## config.mk

```make
export PLATFORM = sky130hd
export DESIGN_NAME = tracker_top
export DESIGN_NICKNAME = d
export VERILOG_FILES = /design/src/source/tracker_pkg.sv /design/src/source/track_if.sv /design/src/source/tracker_top.sv /design/src/source/mode_select.sv /design/src/source/ab_model_filter.sv /design/src/source/meas_ingress.sv /design/src/source/axil_regs.sv
export VERILOG_INCLUDE_DIRS = /design/src /design/src/source
export SDC_FILE = /design/constraint.sdc
export NUM_CORES = 2
export LEC_CHECK = 0
export BUFFER_PORTS_ARGS = -buffer_cell sky130_fd_sc_hd__buf_2
export CAP_MARGIN = 20
export CORE_MARGIN = 2
export CORE_UTILIZATION = 50
export CTS_BUF_LIST = sky130_fd_sc_hd__clkbuf_4
export DETAILED_ROUTE_END_ITERATION = 8
export PLACE_DENSITY_LB_ADDON = 0.2
export SLEW_MARGIN = 15
export SYNTH_ARGS = -nofsm -noshare
export SYNTH_HDL_FRONTEND = slang
export SYNTH_SLANG_ARGS = --single-unit
```

## constraint.sdc

```tcl
create_clock -name aclk -period 36.3 [get_ports aclk]
set_clock_uncertainty 0.05 [all_clocks]
set_input_delay 5.445 -clock aclk [delete_from_list [all_inputs] [get_ports aclk]]
set_output_delay 5.445 -clock aclk [all_outputs]
set_load 0.05 [all_outputs]
```

## src/source/tracker_macros.svh

```systemverilog
// Shared constants for the alpha-beta model-bank tracker
// Coordinates are signed Q16.16 and the update step is fixed at one sample
// Gain shifts must stay in the range 1 to 8
`ifndef TRACKER_MACROS_SVH
`define TRACKER_MACROS_SVH

// Data path widths
`define TRK_COORD_W        32
`define TRK_N_MODELS       3
`define TRK_AXI_ADDR_W     8

// Register map
`define TRK_ADDR_CONTROL   8'h00
`define TRK_ADDR_THRESH    8'h04
`define TRK_ADDR_STATUS    8'h08
`define TRK_ADDR_COUNT     8'h0C
`define TRK_ADDR_VERSION   8'h10

`define TRK_VERSION        32'h0001_0000
// 4.0 in Q16.16
`define TRK_THRESH_DEFAULT 32'h0004_0000

// Gains from slow CV model (0) to agile turn model (2)
`define TRK_ALPHA_SHIFT_0  3
`define TRK_BETA_SHIFT_0   5
`define TRK_ALPHA_SHIFT_1  2
`define TRK_BETA_SHIFT_1   3
`define TRK_ALPHA_SHIFT_2  1
`define TRK_BETA_SHIFT_2   2

`endif
```

## src/source/tracker_pkg.sv

```systemverilog
// Types shared across the tracker
// Residuals wrap modulo 2^32 just like the coordinates they come from
`include "tracker_macros.svh"

package tracker_pkg;

    // ==================================================
    // Data path types
    // ==================================================

    // Q16.16 position or velocity
    typedef logic signed [`TRK_COORD_W-1:0] coord_t;

    // Sum of absolute residuals of both axes
    typedef logic [`TRK_COORD_W-1:0] resid_t;

    // Model number within the bank
    typedef logic [1:0] model_idx_t;

    // Accepted update counter
    typedef logic [31:0] count_t;

    // ==================================================
    // Control types
    // ==================================================

    // Byte address on the register bus
    typedef logic [`TRK_AXI_ADDR_W-1:0] axil_addr_t;

    // Maneuver detector states
    typedef enum logic [1:0] {
        MNV_QUIET   = 2'd0,
        MNV_ACTIVE  = 2'd1,
        MNV_RECOVER = 2'd2
    } maneuver_state_t;

endpackage

```

## src/source/track_if.sv

```systemverilog
// Internal buses of the tracker
// All signals are registered by the driving module
`include "tracker_macros.svh"

// Measurement broadcast from the ingress stage to every model
interface meas_bus import tracker_pkg::*; ();
    logic   valid;
    // First fix of a track
    logic   init;
    coord_t z_x;
    coord_t z_y;

    modport src (output valid, init, z_x, z_y);
    modport dst (input  valid, init, z_x, z_y);
endinterface

// Filtered state of one model back to the selector
interface model_est import tracker_pkg::*; ();
    logic   valid;
    coord_t x;
    coord_t y;
    coord_t vx;
    coord_t vy;
    resid_t resid;

    modport src (output valid, x, y, vx, vy, resid);
    modport dst (input  valid, x, y, vx, vy, resid);
endinterface

```

## src/source/tracker_top.sv

```systemverilog
// Three-model alpha-beta target tracker
// Measurement in {z_y, z_x}, estimate out {vy, vx, y, x}, all Q16.16
// Latency is three cycles plus one per stall cycle, at most three words in flight
// Track reset comes only from CONTROL bit 2
`include "tracker_macros.svh"

module tracker_top import tracker_pkg::*; (
    input  logic                      aclk,
    input  logic                      aresetn,
    // Measurement stream
    input  logic [2*`TRK_COORD_W-1:0] meas_tdata,
    input  logic                      meas_tvalid,
    output logic                      meas_tready,
    // Estimate stream
    output logic [4*`TRK_COORD_W-1:0] out_tdata,
    output logic                      out_tvalid,
    input  logic                      out_tready,
    // AXI-Lite
    input  axil_addr_t                awaddr,
    input  logic                      awvalid,
    output logic                      awready,
    input  logic [31:0]               wdata,
    input  logic                      wvalid,
    output logic                      wready,
    output logic [1:0]                bresp,
    output logic                      bvalid,
    input  logic                      bready,
    input  axil_addr_t                araddr,
    input  logic                      arvalid,
    output logic                      arready,
    output logic [31:0]               rdata,
    output logic [1:0]                rresp,
    output logic                      rvalid,
    input  logic                      rready,
    // Status
    output model_idx_t                dominant_mode,
    output maneuver_state_t           maneuver_state,
    output logic                      track_initialized,
    output count_t                    track_count
);

    localparam int ALPHA_TAB [`TRK_N_MODELS] =
        '{`TRK_ALPHA_SHIFT_0, `TRK_ALPHA_SHIFT_1, `TRK_ALPHA_SHIFT_2};
    localparam int BETA_TAB [`TRK_N_MODELS] =
        '{`TRK_BETA_SHIFT_0, `TRK_BETA_SHIFT_1, `TRK_BETA_SHIFT_2};

    logic   enable;
    logic   track_reset;
    logic   stall;
    resid_t thresh;

    meas_bus  meas ();
    model_est est [`TRK_N_MODELS] ();

    // ==================================================
    // Control and front end
    // ==================================================
    axil_regs u_regs (
        .aclk, .aresetn,
        .awaddr, .awvalid, .awready, .wdata, .wvalid, .wready,
        .bresp, .bvalid, .bready,
        .araddr, .arvalid, .arready, .rdata, .rresp, .rvalid, .rready,
        .enable, .track_reset, .thresh,
        .track_initialized, .dominant_mode, .track_count
    );

    meas_ingress u_ingress (
        .aclk, .aresetn,
        .meas_tdata, .meas_tvalid, .meas_tready,
        .enable, .track_reset, .stall,
        .meas (meas),
        .track_initialized, .track_count
    );

    // Model bank, slow to agile
    for (genvar i = 0; i < `TRK_N_MODELS; i++) begin : g_model
        ab_model_filter #(
            .ALPHA_SHIFT (ALPHA_TAB[i]),
            .BETA_SHIFT  (BETA_TAB[i])
        ) u_filter (
            .aclk, .aresetn, .stall,
            .meas (meas),
            .est  (est[i])
        );
    end

    mode_select u_select (
        .aclk, .aresetn,
        .est (est),
        .thresh, .track_reset,
        .out_tdata, .out_tvalid, .out_tready,
        .stall, .dominant_mode, .maneuver_state
    );

endmodule

```

## src/source/mode_select.sv

```systemverilog
// Dominant model selection, maneuver detector and output stream register
// Smallest residual wins and ties go to the lower model index
// Stall is high while the output holds a word that is not taken
`include "tracker_macros.svh"

module mode_select import tracker_pkg::*; (
    input  logic                      aclk,
    input  logic                      aresetn,
    model_est.dst                     est [`TRK_N_MODELS],
    input  resid_t                    thresh,
    input  logic                      track_reset,
    output logic [4*`TRK_COORD_W-1:0] out_tdata,
    output logic                      out_tvalid,
    input  logic                      out_tready,
    output logic                      stall,
    output model_idx_t                dominant_mode,
    output maneuver_state_t           maneuver_state
);

    logic [`TRK_N_MODELS-1:0] valid_a;
    coord_t          x_a     [`TRK_N_MODELS];
    coord_t          y_a     [`TRK_N_MODELS];
    coord_t          vx_a    [`TRK_N_MODELS];
    coord_t          vy_a    [`TRK_N_MODELS];
    resid_t          resid_a [`TRK_N_MODELS];
    logic            est_valid;
    logic            step;
    model_idx_t      best;
    resid_t          best_resid;
    maneuver_state_t mnv_next;

    // Flatten the interface array for indexed access
    for (genvar i = 0; i < `TRK_N_MODELS; i++) begin : g_flat
        assign valid_a[i] = est[i].valid;
        assign x_a[i]     = est[i].x;
        assign y_a[i]     = est[i].y;
        assign vx_a[i]    = est[i].vx;
        assign vy_a[i]    = est[i].vy;
        assign resid_a[i] = est[i].resid;
    end

    // Models run in lockstep
    assign est_valid = &valid_a;
    assign stall     = out_tvalid && !out_tready;
    assign step      = est_valid && !stall;

    // ==================================================
    // Minimum residual search
    // ==================================================
    always_comb begin
        best       = '0;
        best_resid = resid_a[0];
        for (int i = 1; i < `TRK_N_MODELS; i++) begin
            if (resid_a[i] < best_resid) begin
                best       = model_idx_t'(i);
                best_resid = resid_a[i];
            end
        end
    end

    // Maneuver FSM
    always_comb begin
        mnv_next = maneuver_state;
        case (maneuver_state)
            MNV_QUIET:   if (best_resid > thresh) mnv_next = MNV_ACTIVE;
            MNV_ACTIVE:  if (best_resid <= thresh) mnv_next = MNV_RECOVER;
            MNV_RECOVER: mnv_next = (best_resid > thresh) ? MNV_ACTIVE : MNV_QUIET;
            default:     mnv_next = MNV_QUIET;
        endcase
    end

    always_ff @(posedge aclk or negedge aresetn) begin
        if (!aresetn) begin
            out_tvalid     <= 1'b0;
            dominant_mode  <= '0;
            maneuver_state <= MNV_QUIET;
        end else begin
            if (!stall)
                out_tvalid <= est_valid;
            if (step)
                dominant_mode <= best;
            if (track_reset)
                maneuver_state <= MNV_QUIET;
            else if (step)
                maneuver_state <= mnv_next;
        end
    end

    // Output word {vy, vx, y, x}
    always_ff @(posedge aclk) begin
        if (step)
            out_tdata <= {vy_a[best], vx_a[best], y_a[best], x_a[best]};
    end

    // Word and its model index held while the sink is not ready
    a_out_hold: assert property (
        @(posedge aclk) disable iff (!aresetn)
        out_tvalid && !out_tready |=>
            out_tvalid && $stable(out_tdata) && $stable(dominant_mode)
    );

endmodule

```

## src/source/ab_model_filter.sv

```systemverilog
// One alpha-beta motion model for both axes
// Unit time step, so prediction is position plus velocity
// Gains are powers of two given as right shifts, valid from 1 to 8
// State is undefined until the first measurement with init
`include "tracker_macros.svh"

module ab_model_filter import tracker_pkg::*; #(
    parameter int ALPHA_SHIFT = 2,
    parameter int BETA_SHIFT  = 3
) (
    input  logic   aclk,
    input  logic   aresetn,
    input  logic   stall,
    meas_bus.dst   meas,
    model_est.src  est
);

    coord_t pred_x;
    coord_t pred_y;
    coord_t res_x;
    coord_t res_y;

    // Absolute value, wraps for the most negative code
    function automatic resid_t mag(input coord_t v);
        mag = v[`TRK_COORD_W-1] ? resid_t'(-v) : resid_t'(v);
    endfunction

    // ==================================================
    // Predict and residual
    // ==================================================
    assign pred_x = est.x + est.vx;
    assign pred_y = est.y + est.vy;
    assign res_x  = meas.z_x - pred_x;
    assign res_y  = meas.z_y - pred_y;

    always_ff @(posedge aclk or negedge aresetn) begin
        if (!aresetn)
            est.valid <= 1'b0;
        else if (!stall)
            est.valid <= meas.valid;
    end

    // State update
    always_ff @(posedge aclk) begin
        if (!stall && meas.valid) begin
            if (meas.init) begin
                // Start at the fix, at rest
                est.x     <= meas.z_x;
                est.y     <= meas.z_y;
                est.vx    <= '0;
                est.vy    <= '0;
                est.resid <= '0;
            end else begin
                est.x     <= pred_x + (res_x >>> ALPHA_SHIFT);
                est.y     <= pred_y + (res_y >>> ALPHA_SHIFT);
                est.vx    <= est.vx + (res_x >>> BETA_SHIFT);
                est.vy    <= est.vy + (res_y >>> BETA_SHIFT);
                est.resid <= mag(res_x) + mag(res_y);
            end
        end
    end

endmodule

```

## src/source/meas_ingress.sv

```systemverilog
// Measurement stream front end
// Ready follows enable and the pipeline stall combinationally
// A track reset in the same cycle as an accepted word makes that word the new first fix
`include "tracker_macros.svh"

module meas_ingress import tracker_pkg::*; (
    input  logic                      aclk,
    input  logic                      aresetn,
    input  logic [2*`TRK_COORD_W-1:0] meas_tdata,
    input  logic                      meas_tvalid,
    output logic                      meas_tready,
    input  logic                      enable,
    input  logic                      track_reset,
    input  logic                      stall,
    meas_bus.src                      meas,
    output logic                      track_initialized,
    output count_t                    track_count
);

    logic accept;

    assign meas_tready = enable && !stall;
    assign accept      = meas_tvalid && meas_tready;

    // Broadcast valid frozen during stall
    always_ff @(posedge aclk or negedge aresetn) begin
        if (!aresetn)
            meas.valid <= 1'b0;
        else if (!stall)
            meas.valid <= accept;
    end

    // Payload and first-fix flag
    always_ff @(posedge aclk) begin
        if (accept) begin
            meas.z_x  <= meas_tdata[`TRK_COORD_W-1:0];
            meas.z_y  <= meas_tdata[2*`TRK_COORD_W-1:`TRK_COORD_W];
            meas.init <= !track_initialized || track_reset;
        end
    end

    // ==================================================
    // Track status
    // ==================================================
    always_ff @(posedge aclk or negedge aresetn) begin
        if (!aresetn) begin
            track_initialized <= 1'b0;
            track_count       <= '0;
        end else if (accept) begin
            track_initialized <= 1'b1;
            track_count       <= (track_reset ? count_t'(0) : track_count) + count_t'(1);
        end else if (track_reset) begin
            track_initialized <= 1'b0;
            track_count       <= '0;
        end
    end

    // Whole broadcast word frozen while the output is stalled
    a_valid_held_in_stall: assert property (
        @(posedge aclk) disable iff (!aresetn)
        stall |=> $stable(meas.valid) && $stable(meas.init)
            && $stable(meas.z_x) && $stable(meas.z_y)
    );

endmodule

```

## src/source/axil_regs.sv

```systemverilog
// AXI-Lite configuration and status registers
// One outstanding transaction per direction. Responses are always OKAY
// Address and data may arrive in either order. The write lands when both are held
// Unknown addresses read as zero and ignore writes
`include "tracker_macros.svh"

module axil_regs import tracker_pkg::*; (
    input  logic       aclk,
    input  logic       aresetn,
    input  axil_addr_t awaddr,
    input  logic       awvalid,
    output logic       awready,
    input  logic [31:0] wdata,
    input  logic       wvalid,
    output logic       wready,
    output logic [1:0] bresp,
    output logic       bvalid,
    input  logic       bready,
    input  axil_addr_t araddr,
    input  logic       arvalid,
    output logic       arready,
    output logic [31:0] rdata,
    output logic [1:0] rresp,
    output logic       rvalid,
    input  logic       rready,
    output logic       enable,
    output logic       track_reset,
    output resid_t     thresh,
    input  logic       track_initialized,
    input  model_idx_t dominant_mode,
    input  count_t     track_count
);

    axil_addr_t  awaddr_q;
    logic [31:0] wdata_q;
    logic        aw_done;
    logic        w_done;
    logic        do_write;

    // Both halves captured and no response pending
    assign do_write = aw_done && w_done && !bvalid;
    assign bresp    = 2'b00;
    assign rresp    = 2'b00;

    // ==================================================
    // Write channel
    // ==================================================
    always_ff @(posedge aclk or negedge aresetn) begin
        if (!aresetn) begin
            awready <= 1'b0;
            wready  <= 1'b0;
            aw_done <= 1'b0;
            w_done  <= 1'b0;
            bvalid  <= 1'b0;
        end else begin
            // Address phase
            awready <= !aw_done && awvalid && !awready;
            if (!aw_done && awvalid && !awready)
                aw_done <= 1'b1;
            else if (bvalid && bready)
                aw_done <= 1'b0;
            // Data phase
            wready <= !w_done && wvalid && !wready;
            if (!w_done && wvalid && !wready)
                w_done <= 1'b1;
            else if (bvalid && bready)
                w_done <= 1'b0;
            // Single response per address/data pair
            if (do_write)
                bvalid <= 1'b1;
            else if (bready)
                bvalid <= 1'b0;
        end
    end

    always_ff @(posedge aclk) begin
        if (!aw_done && awvalid && !awready)
            awaddr_q <= awaddr;
        if (!w_done && wvalid && !wready)
            wdata_q <= wdata;
    end

    // Register file
    always_ff @(posedge aclk or negedge aresetn) begin
        if (!aresetn) begin
            enable      <= 1'b1;
            track_reset <= 1'b0;
            thresh      <= `TRK_THRESH_DEFAULT;
        end else begin
            // Self-clearing pulse
            track_reset <= 1'b0;
            if (do_write) begin
                case (awaddr_q)
                    `TRK_ADDR_CONTROL: begin
                        enable      <= wdata_q[0];
                        track_reset <= wdata_q[2];
                    end
                    `TRK_ADDR_THRESH: thresh <= wdata_q;
                    default: ;
                endcase
            end
        end
    end

    // ==================================================
    // Read channel
    // ==================================================
    always_ff @(posedge aclk or negedge aresetn) begin
        if (!aresetn) begin
            arready <= 1'b0;
            rvalid  <= 1'b0;
        end else begin
            arready <= arvalid && !arready && !rvalid;
            if (arready)
                rvalid <= 1'b1;
            else if (rready)
                rvalid <= 1'b0;
        end
    end

    // Data sampled with the address
    always_ff @(posedge aclk) begin
        if (arvalid && !arready && !rvalid) begin
            case (araddr)
                `TRK_ADDR_CONTROL: rdata <= {31'b0, enable};
                `TRK_ADDR_THRESH:  rdata <= thresh;
                `TRK_ADDR_STATUS:  rdata <= {track_initialized, 29'b0, dominant_mode};
                `TRK_ADDR_COUNT:   rdata <= track_count;
                `TRK_ADDR_VERSION: rdata <= `TRK_VERSION;
                default:           rdata <= '0;
            endcase
        end
    end

    // Response only while both halves of the write are still held
    a_bvalid_after_both: assert property (
        @(posedge aclk) disable iff (!aresetn)
        bvalid |-> aw_done && w_done
    );

endmodule

```

* Yosys cells after proc, flatten, opt, wreduce, memory -nomap -nowiden
Index checks and enable logic that the tools add are counted.
Word-level totals: word-level logic and storage cells 173, bits of input ports 121, flip-flop bits (word level) 826, output and inout port bits 208
Operators by class: magnitude comparators 5, reduce and logical (&&, ||, !) cells 37, equality and inequality tests 9, multiplexer cells 48, $add $sub $neg 34, bitwise gates (word level) 1
Operator list (number):
- 32-bit two-way mux | 24
- 32-bit adder | 9
- 32-bit binary-select mux with 2-bit select | 4
- 32-bit negator | 6
- 32-bit subtractor | 6
- 32-bit one-hot mux with 5 select lines | 1
- 32-bit by 29-bit adder with 32-bit output | 4
- 32-bit by 30-bit adder with 32-bit output | 4
- 32-bit by 27-bit adder with 32-bit output | 2
- 32-bit by 31-bit adder with 32-bit output | 2
- 32-bit less-than comparator | 2
- 32-bit by 1-bit adder with 32-bit output (second input constant) | 1
- 32-bit > comparator | 1
- 32-bit <= comparator | 1
- 8-bit by 3-bit equality test with 1-bit output (second input constant) | 2
- 8-bit by 4-bit equality test with 1-bit output (second input constant) | 2
- 8-bit zero test | 2
- 1-bit logical AND | 14
- 1-bit two-way mux | 13
- 2-bit nonzero test | 6
- 1-bit zero test | 10
- 2-bit two-way mux | 5
- 8-bit by 5-bit equality test with 1-bit output (second input constant) | 1
- 3-bit by 2-bit inequality test with 1-bit output (second input constant) | 2
- 9 further kinds | 10

* Longest topological paths before layout
depth after elaboration 9, gate-level depth with buffers 45, depth with buffers taken out 44

* By module
From an unflattened synthesis, not the netlist that was laid out.
Unflattened totals: cells, all modules 9314, area total of the unflattened synthesis 83381.2 sq um
Modules (own cells, without submodules):
- ab_model_filter (g_model[1].u_filter) | area an instance 22195.0 sq um, seq. area each 4829.6 sq um, cells each 2715, instances 1
- ab_model_filter (g_model[2].u_filter) | area an instance 21709.6 sq um, seq. area each 4829.6 sq um, cells each 2655, instances 1
- ab_model_filter (g_model[0].u_filter) | area an instance 21040.2 sq um, seq. area each 4829.6 sq um, cells each 2546, instances 1
- mode_select | area an instance 10156.0 sq um, seq. area each 3968.8 sq um, cells each 885, instances 1
- axil_regs | area an instance 4451.8 sq um, seq. area each 3190.6 sq um, cells each 252, instances 1
- meas_ingress | area an instance 3828.7 sq um, seq. area each 2802.7 sq um, cells each 261, instances 1

* Worst setup path before layout
No wires, ideal clock.
path kind input to register, start point in out_tready, end point reg g_model[0].u_filter.est.resid[0], enable pin, library setup time 0.908 ns, stages on the path 2, arrival time 16.516 ns, slack 18.826 ns, cell sequence nand2b_1 > and2_1
On the way: word-level cells in the longest chain between the ends 4
Ends and longest elaborated chain:
- start: declaration | RTL line tracker_top.sv:17 | input logic out_tready,
- 1-bit zero test | RTL line mode_select.sv:44 | assign stall = out_tvalid && !out_tready;
- 1-bit logical AND | RTL line mode_select.sv:44
- 1-bit zero test | RTL line ab_model_filter.sv:45 | if (!stall && meas.valid) begin
- 1-bit logical AND | RTL line ab_model_filter.sv:45
- end signal: assignment | RTL line ab_model_filter.sv:58 | est.resid <= mag(res_x) + mag(res_y);
- end: declaration | RTL line track_if.sv:26 | modport src (output valid, x, y, vx, vy, resid);
Every way passes these cells. A chain may end at the register's enable or synchronous reset.

* Final worst setup path
start point reg g_model[2].u_filter.est.vx[0], end point reg g_model[2].u_filter.est.resid[31], data pin
On the way: word-level cells in the longest chain between the ends 5
Ends and longest elaborated chain:
- start: declaration | RTL line track_if.sv:26
- start signal: assignment | RTL line ab_model_filter.sv:56 | est.vx <= est.vx + (res_x >>> BETA_SHIFT);
- 32-bit adder * | RTL line ab_model_filter.sv:31 | assign pred_x = est.x + est.vx;
- 32-bit subtractor * | RTL line ab_model_filter.sv:33 | assign res_x = meas.z_x - pred_x;
- 32-bit negator | RTL line ab_model_filter.sv:25 | mag = v[`TRK_COORD_W-1] ? resid_t'(-v) : resid_t'(v);
- 32-bit two-way mux * | RTL line ab_model_filter.sv:25
- 32-bit adder * | RTL line ab_model_filter.sv:58
- end signal: assignment | RTL line ab_model_filter.sv:58
- end: declaration | RTL line track_if.sv:26
Mark *: on every way between the ends. The rest lies on a longest branch, timed or not.

==> results_dict.tcl <==
set metrics [dict create \
    post-route-util 0.5517 \
    clkSinkCount 826 \
    rsz0062_at_grt "false" \
    switchingPower_mw 2.301 \
    cts.repair.resized 0 \
    gp_congestion 1.003 \
    p_int_mw 2.672 \
    arrival_ns 13.30 \
    start_kind "flip-flop" \
    cap_violations 0 \
    clock_latency_ns 1.41 \
    cts_setup_buffers 0 \
    ys_seq_area_frac 0.3105 \
    worst_path_most_repeated_cell "a21o_1" \
    dp.cells 10877 \
    routed-via-count 69499 \
    synth_top_family_by_area "compound AO/OA/AOI/OAI gates" \
    seq_power_share 0.233 \
    cts-htree-levels 4 \
    startpoint "g_model[2].u_filter.est.vx[0]$_SDFFCE_PP0P_" \
    io_buffers 324 \
    synth_xor_area_frac 0.09819 \
    cts.reportedPaths.clkPinSlew_ns 0.08 \
    tightest_slew_ns 1.285 \
    setup_tns_ns 0 \
    wl_per_cell_um 23.74 \
    cts_tree "built" \
    routed_wl_um 269000 \
    clockPowerShare 0.186 \
    cp_num_buf_inv 3 \
    hold_slack_ns 0.4221 \
    synthMuxAreaShare 0.05199 \
    die_width_um 400.5 \
    cp-end-kind "flip-flop" \
    syn_area_um2 78600 \
    die-area_um2 160400 \
    die_y_um 400.5 \
    cts_made_buffers 241 \
    outcome "finished, final reports clean" \
    stdcell_area_um2 86190 \
    antenna_found_initial 11 \
    netlist-cell-type-count 114 \
    crit_required_ns 37.33 \
    relSlewSlack 0.1324 \
    placed_area_um2 83000 \
    drt_iter0_markers 6888 \
    yosysWarnings 0 \
    ant_nets 0 \
    start_util 0.5032 \
    first_global_vias 66256 \
    ys_seq_elements 826 \
    hold_class "flip-flop to flip-flop" \
    final_nets 10153 \
    firstDrtPassIters 7 \
    synthSimpleGateAreaFrac 0.1464 \
    hold_viol 0 \
    drc 0 \
    synth_compound_area_frac 0.2015 \
    setup_violations 0 \
    core_um2 156200 \
    ys.flop_type "edfxtp_1" \
    cp_slowest_cell "a2111oi_0" \
    io_pins 329 \
    avgSynthCellArea_um2 9.184 \
    place_worst_setup_slack_ns 24.42 \
    clockBufferDepth 3 \
    grt_pass1_wl_um 404000 \
    r2r_end "g_model[2].u_filter.est.resid[31]$_SDFFCE_PP0P_" \
    p_sw_frac 0.4627 \
    syn_inst 8558 \
    avgViaCountPerCell 6.135 \
    drive_gt1_frac 0.1338 \
    reg2reg_depth 42 \
    crit_type "flip-flop to flip-flop" \
    ir_drop_uv 47.39 \
    grt_overflow 0 \
    instances_no_fill 11328 \
    areaGrowthSynthToFinish_pct 9.655 \
    slew_viol_final 0 \
    path_delay_family "compound AO/OA/AOI/OAI gates" \
    synth_fa_ha_area_frac 0.1565 \
    layout_worst_path_cycle_share 0.3380 \
    place_hpwl_um 216600 \
    holdCritStartpoint "u_regs.wdata_q[25]$_DFFE_PP_" \
    critPathMaxFanout 27 \
    holdBufCountCts 0 \
    setup_slack_ns 24.03 \
    rr_startpoint "g_model[2].u_filter.est.vx[0]$_SDFFCE_PP0P_" \
    grt.total_usage 0.3269 \
    rows 145 \
    cp_slowest_stage_delay_ns 0.83 \
    combinationalPowerShare 0.580 \
    cts-root-buf "clkbuf_4" \
    leakage_nw 37.30 \
    synth_enable_flop_cells 745 \
    fmax_ghz 0.08151 \
    p_total_mw 4.972 \
    power.density_nw_per_um2 57.69 \
    period_needed_ns 12.27 \
    grt_max_degree 150 \
    min_to "u_regs.thresh[25]$_DFFE_PN0P_" \
    hold-path-cell-count 1 \
    ff2ff_setup_slack_ns 24.03 \
    async_reset_ff_frac 0.09806 \
]
area by class of cell:
type | instances | area [µm²]
Clock buffer | 334 | 2507
Inverter | 556 | 2095
Tap cell | 2058 | 2575
Clock inverter | 104 | 605.6
Antenna cell | 10 | 25.02
Timing Repair Buffer | 429 | 2442
Sequential cell | 826 | 24400
Fill cell | 14171 | 70020
Multi-Input combinational cell | 7011 | 51530
metal layers:
layer	share of wire	up-vias	global-route usage
met4	0.032	8	0.1118
li1	-	32865	-
met3	0.081	429	0.04981
met1	0.46	33320	0.4778
met5	0.00020	-	0
met2	0.42	2877	0.4900
worst max-delay path by stage:
stage | end | slack, ns | depth (start not counted)
after floorplan | g_model[0].u_filter.est.resid[0]$_SDFFCE_PP0P_ | 18.83 | 2
after global placement | g_model[2].u_filter.est.resid[31]$_SDFFCE_PP0P_ | 24.37 | 42
after detailed placement | g_model[2].u_filter.est.resid[31]$_SDFFCE_PP0P_ | 24.42 | 42
after CTS | g_model[2].u_filter.est.resid[31]$_SDFFCE_PP0P_ | 24.32 | 42
after global routing | g_model[2].u_filter.est.resid[31]$_SDFFCE_PP0P_ | 23.47 | 42
final | g_model[2].u_filter.est.resid[31]$_SDFFCE_PP0P_ | 24.03 | 42
logic make-up after synthesis:
group           after synthesis
compound gates             2442
simple gates               2351
fa+ha+maj                   967
xor+xnor                    877
flops                       826
buf+inv                     724
mux                         370
other cells                   1
power by group through the flow:
stage	clock network (mW)	registers [mW]	logic, mW
2_1_floorplan	0	1.21	1.99
3_3_place_gp	0	1.18	2.76
3_5_place_dp	0	1.18	2.80
4_1_cts	0.951	1.16	2.82
5_1_grt	0.998	1.16	3.14
6_report	0.926	1.16	2.89
state kept, by name, indices dropped and copies added, names as in the netlist, 2 cells and up:
name and count:
u_regs.awaddr_q 8, g_model.u_filter.est.x 96, u_regs.wdata_q 32, u_select.maneuver_state 2, g_model.u_filter.est.vx 96, u_select.out_tdata 128
g_model.u_filter.est.y 96, u_ingress.meas.z_y 32, u_regs.thresh 32, g_model.u_filter.est.resid 96, u_ingress.track_count 32, u_select.dominant_mode 2
u_ingress.meas.z_x 32, u_regs.rdata 32, g_model.u_filter.est.vy 96
cells in the mapped netlist, types with 233 or more instances:
library cell | count | share of area
a21o_1 | 367 | 0.035
a21oi_1 | 648 | 0.041
edfxtp_1 | 745 | 0.28
ha_1 | 940 | 0.15
inv_1 | 549 | 0.026
mux2_2 | 295 | 0.042
nand2_1 | 451 | 0.022
nor2_1 | 751 | 0.036
nor3_1 | 233 | 0.015
o21ai_0 | 532 | 0.034
xnor2_1 | 524 | 0.058
xor2_1 | 349 | 0.039
cell usage in the layout, fill, tap and decap left out, drive strengths merged, types with 79 or more instances in the layout:
| cell | count |
|---|---|
| xnor2 | 526 |
| nand2b | 145 |
| clkinv | 94 |
| a21oi | 650 |
| a21o | 367 |
| edfxtp | 745 |
| nand3 | 155 |
| xor2 | 350 |
| ha | 940 |
| mux2 | 296 |
| nand2 | 451 |
| o21ai | 554 |
| dfrtp | 79 |
| nor2b | 122 |
| nor3 | 235 |
| buf | 429 |
| clkbuf | 334 |
| a31oi | 106 |
| and3 | 92 |
| a211oi | 79 |
| o21a | 122 |
| inv | 563 |
| nor2 | 751 |
| o21bai | 108 |
No activity file was read; power rests on OpenSTA's default activity.
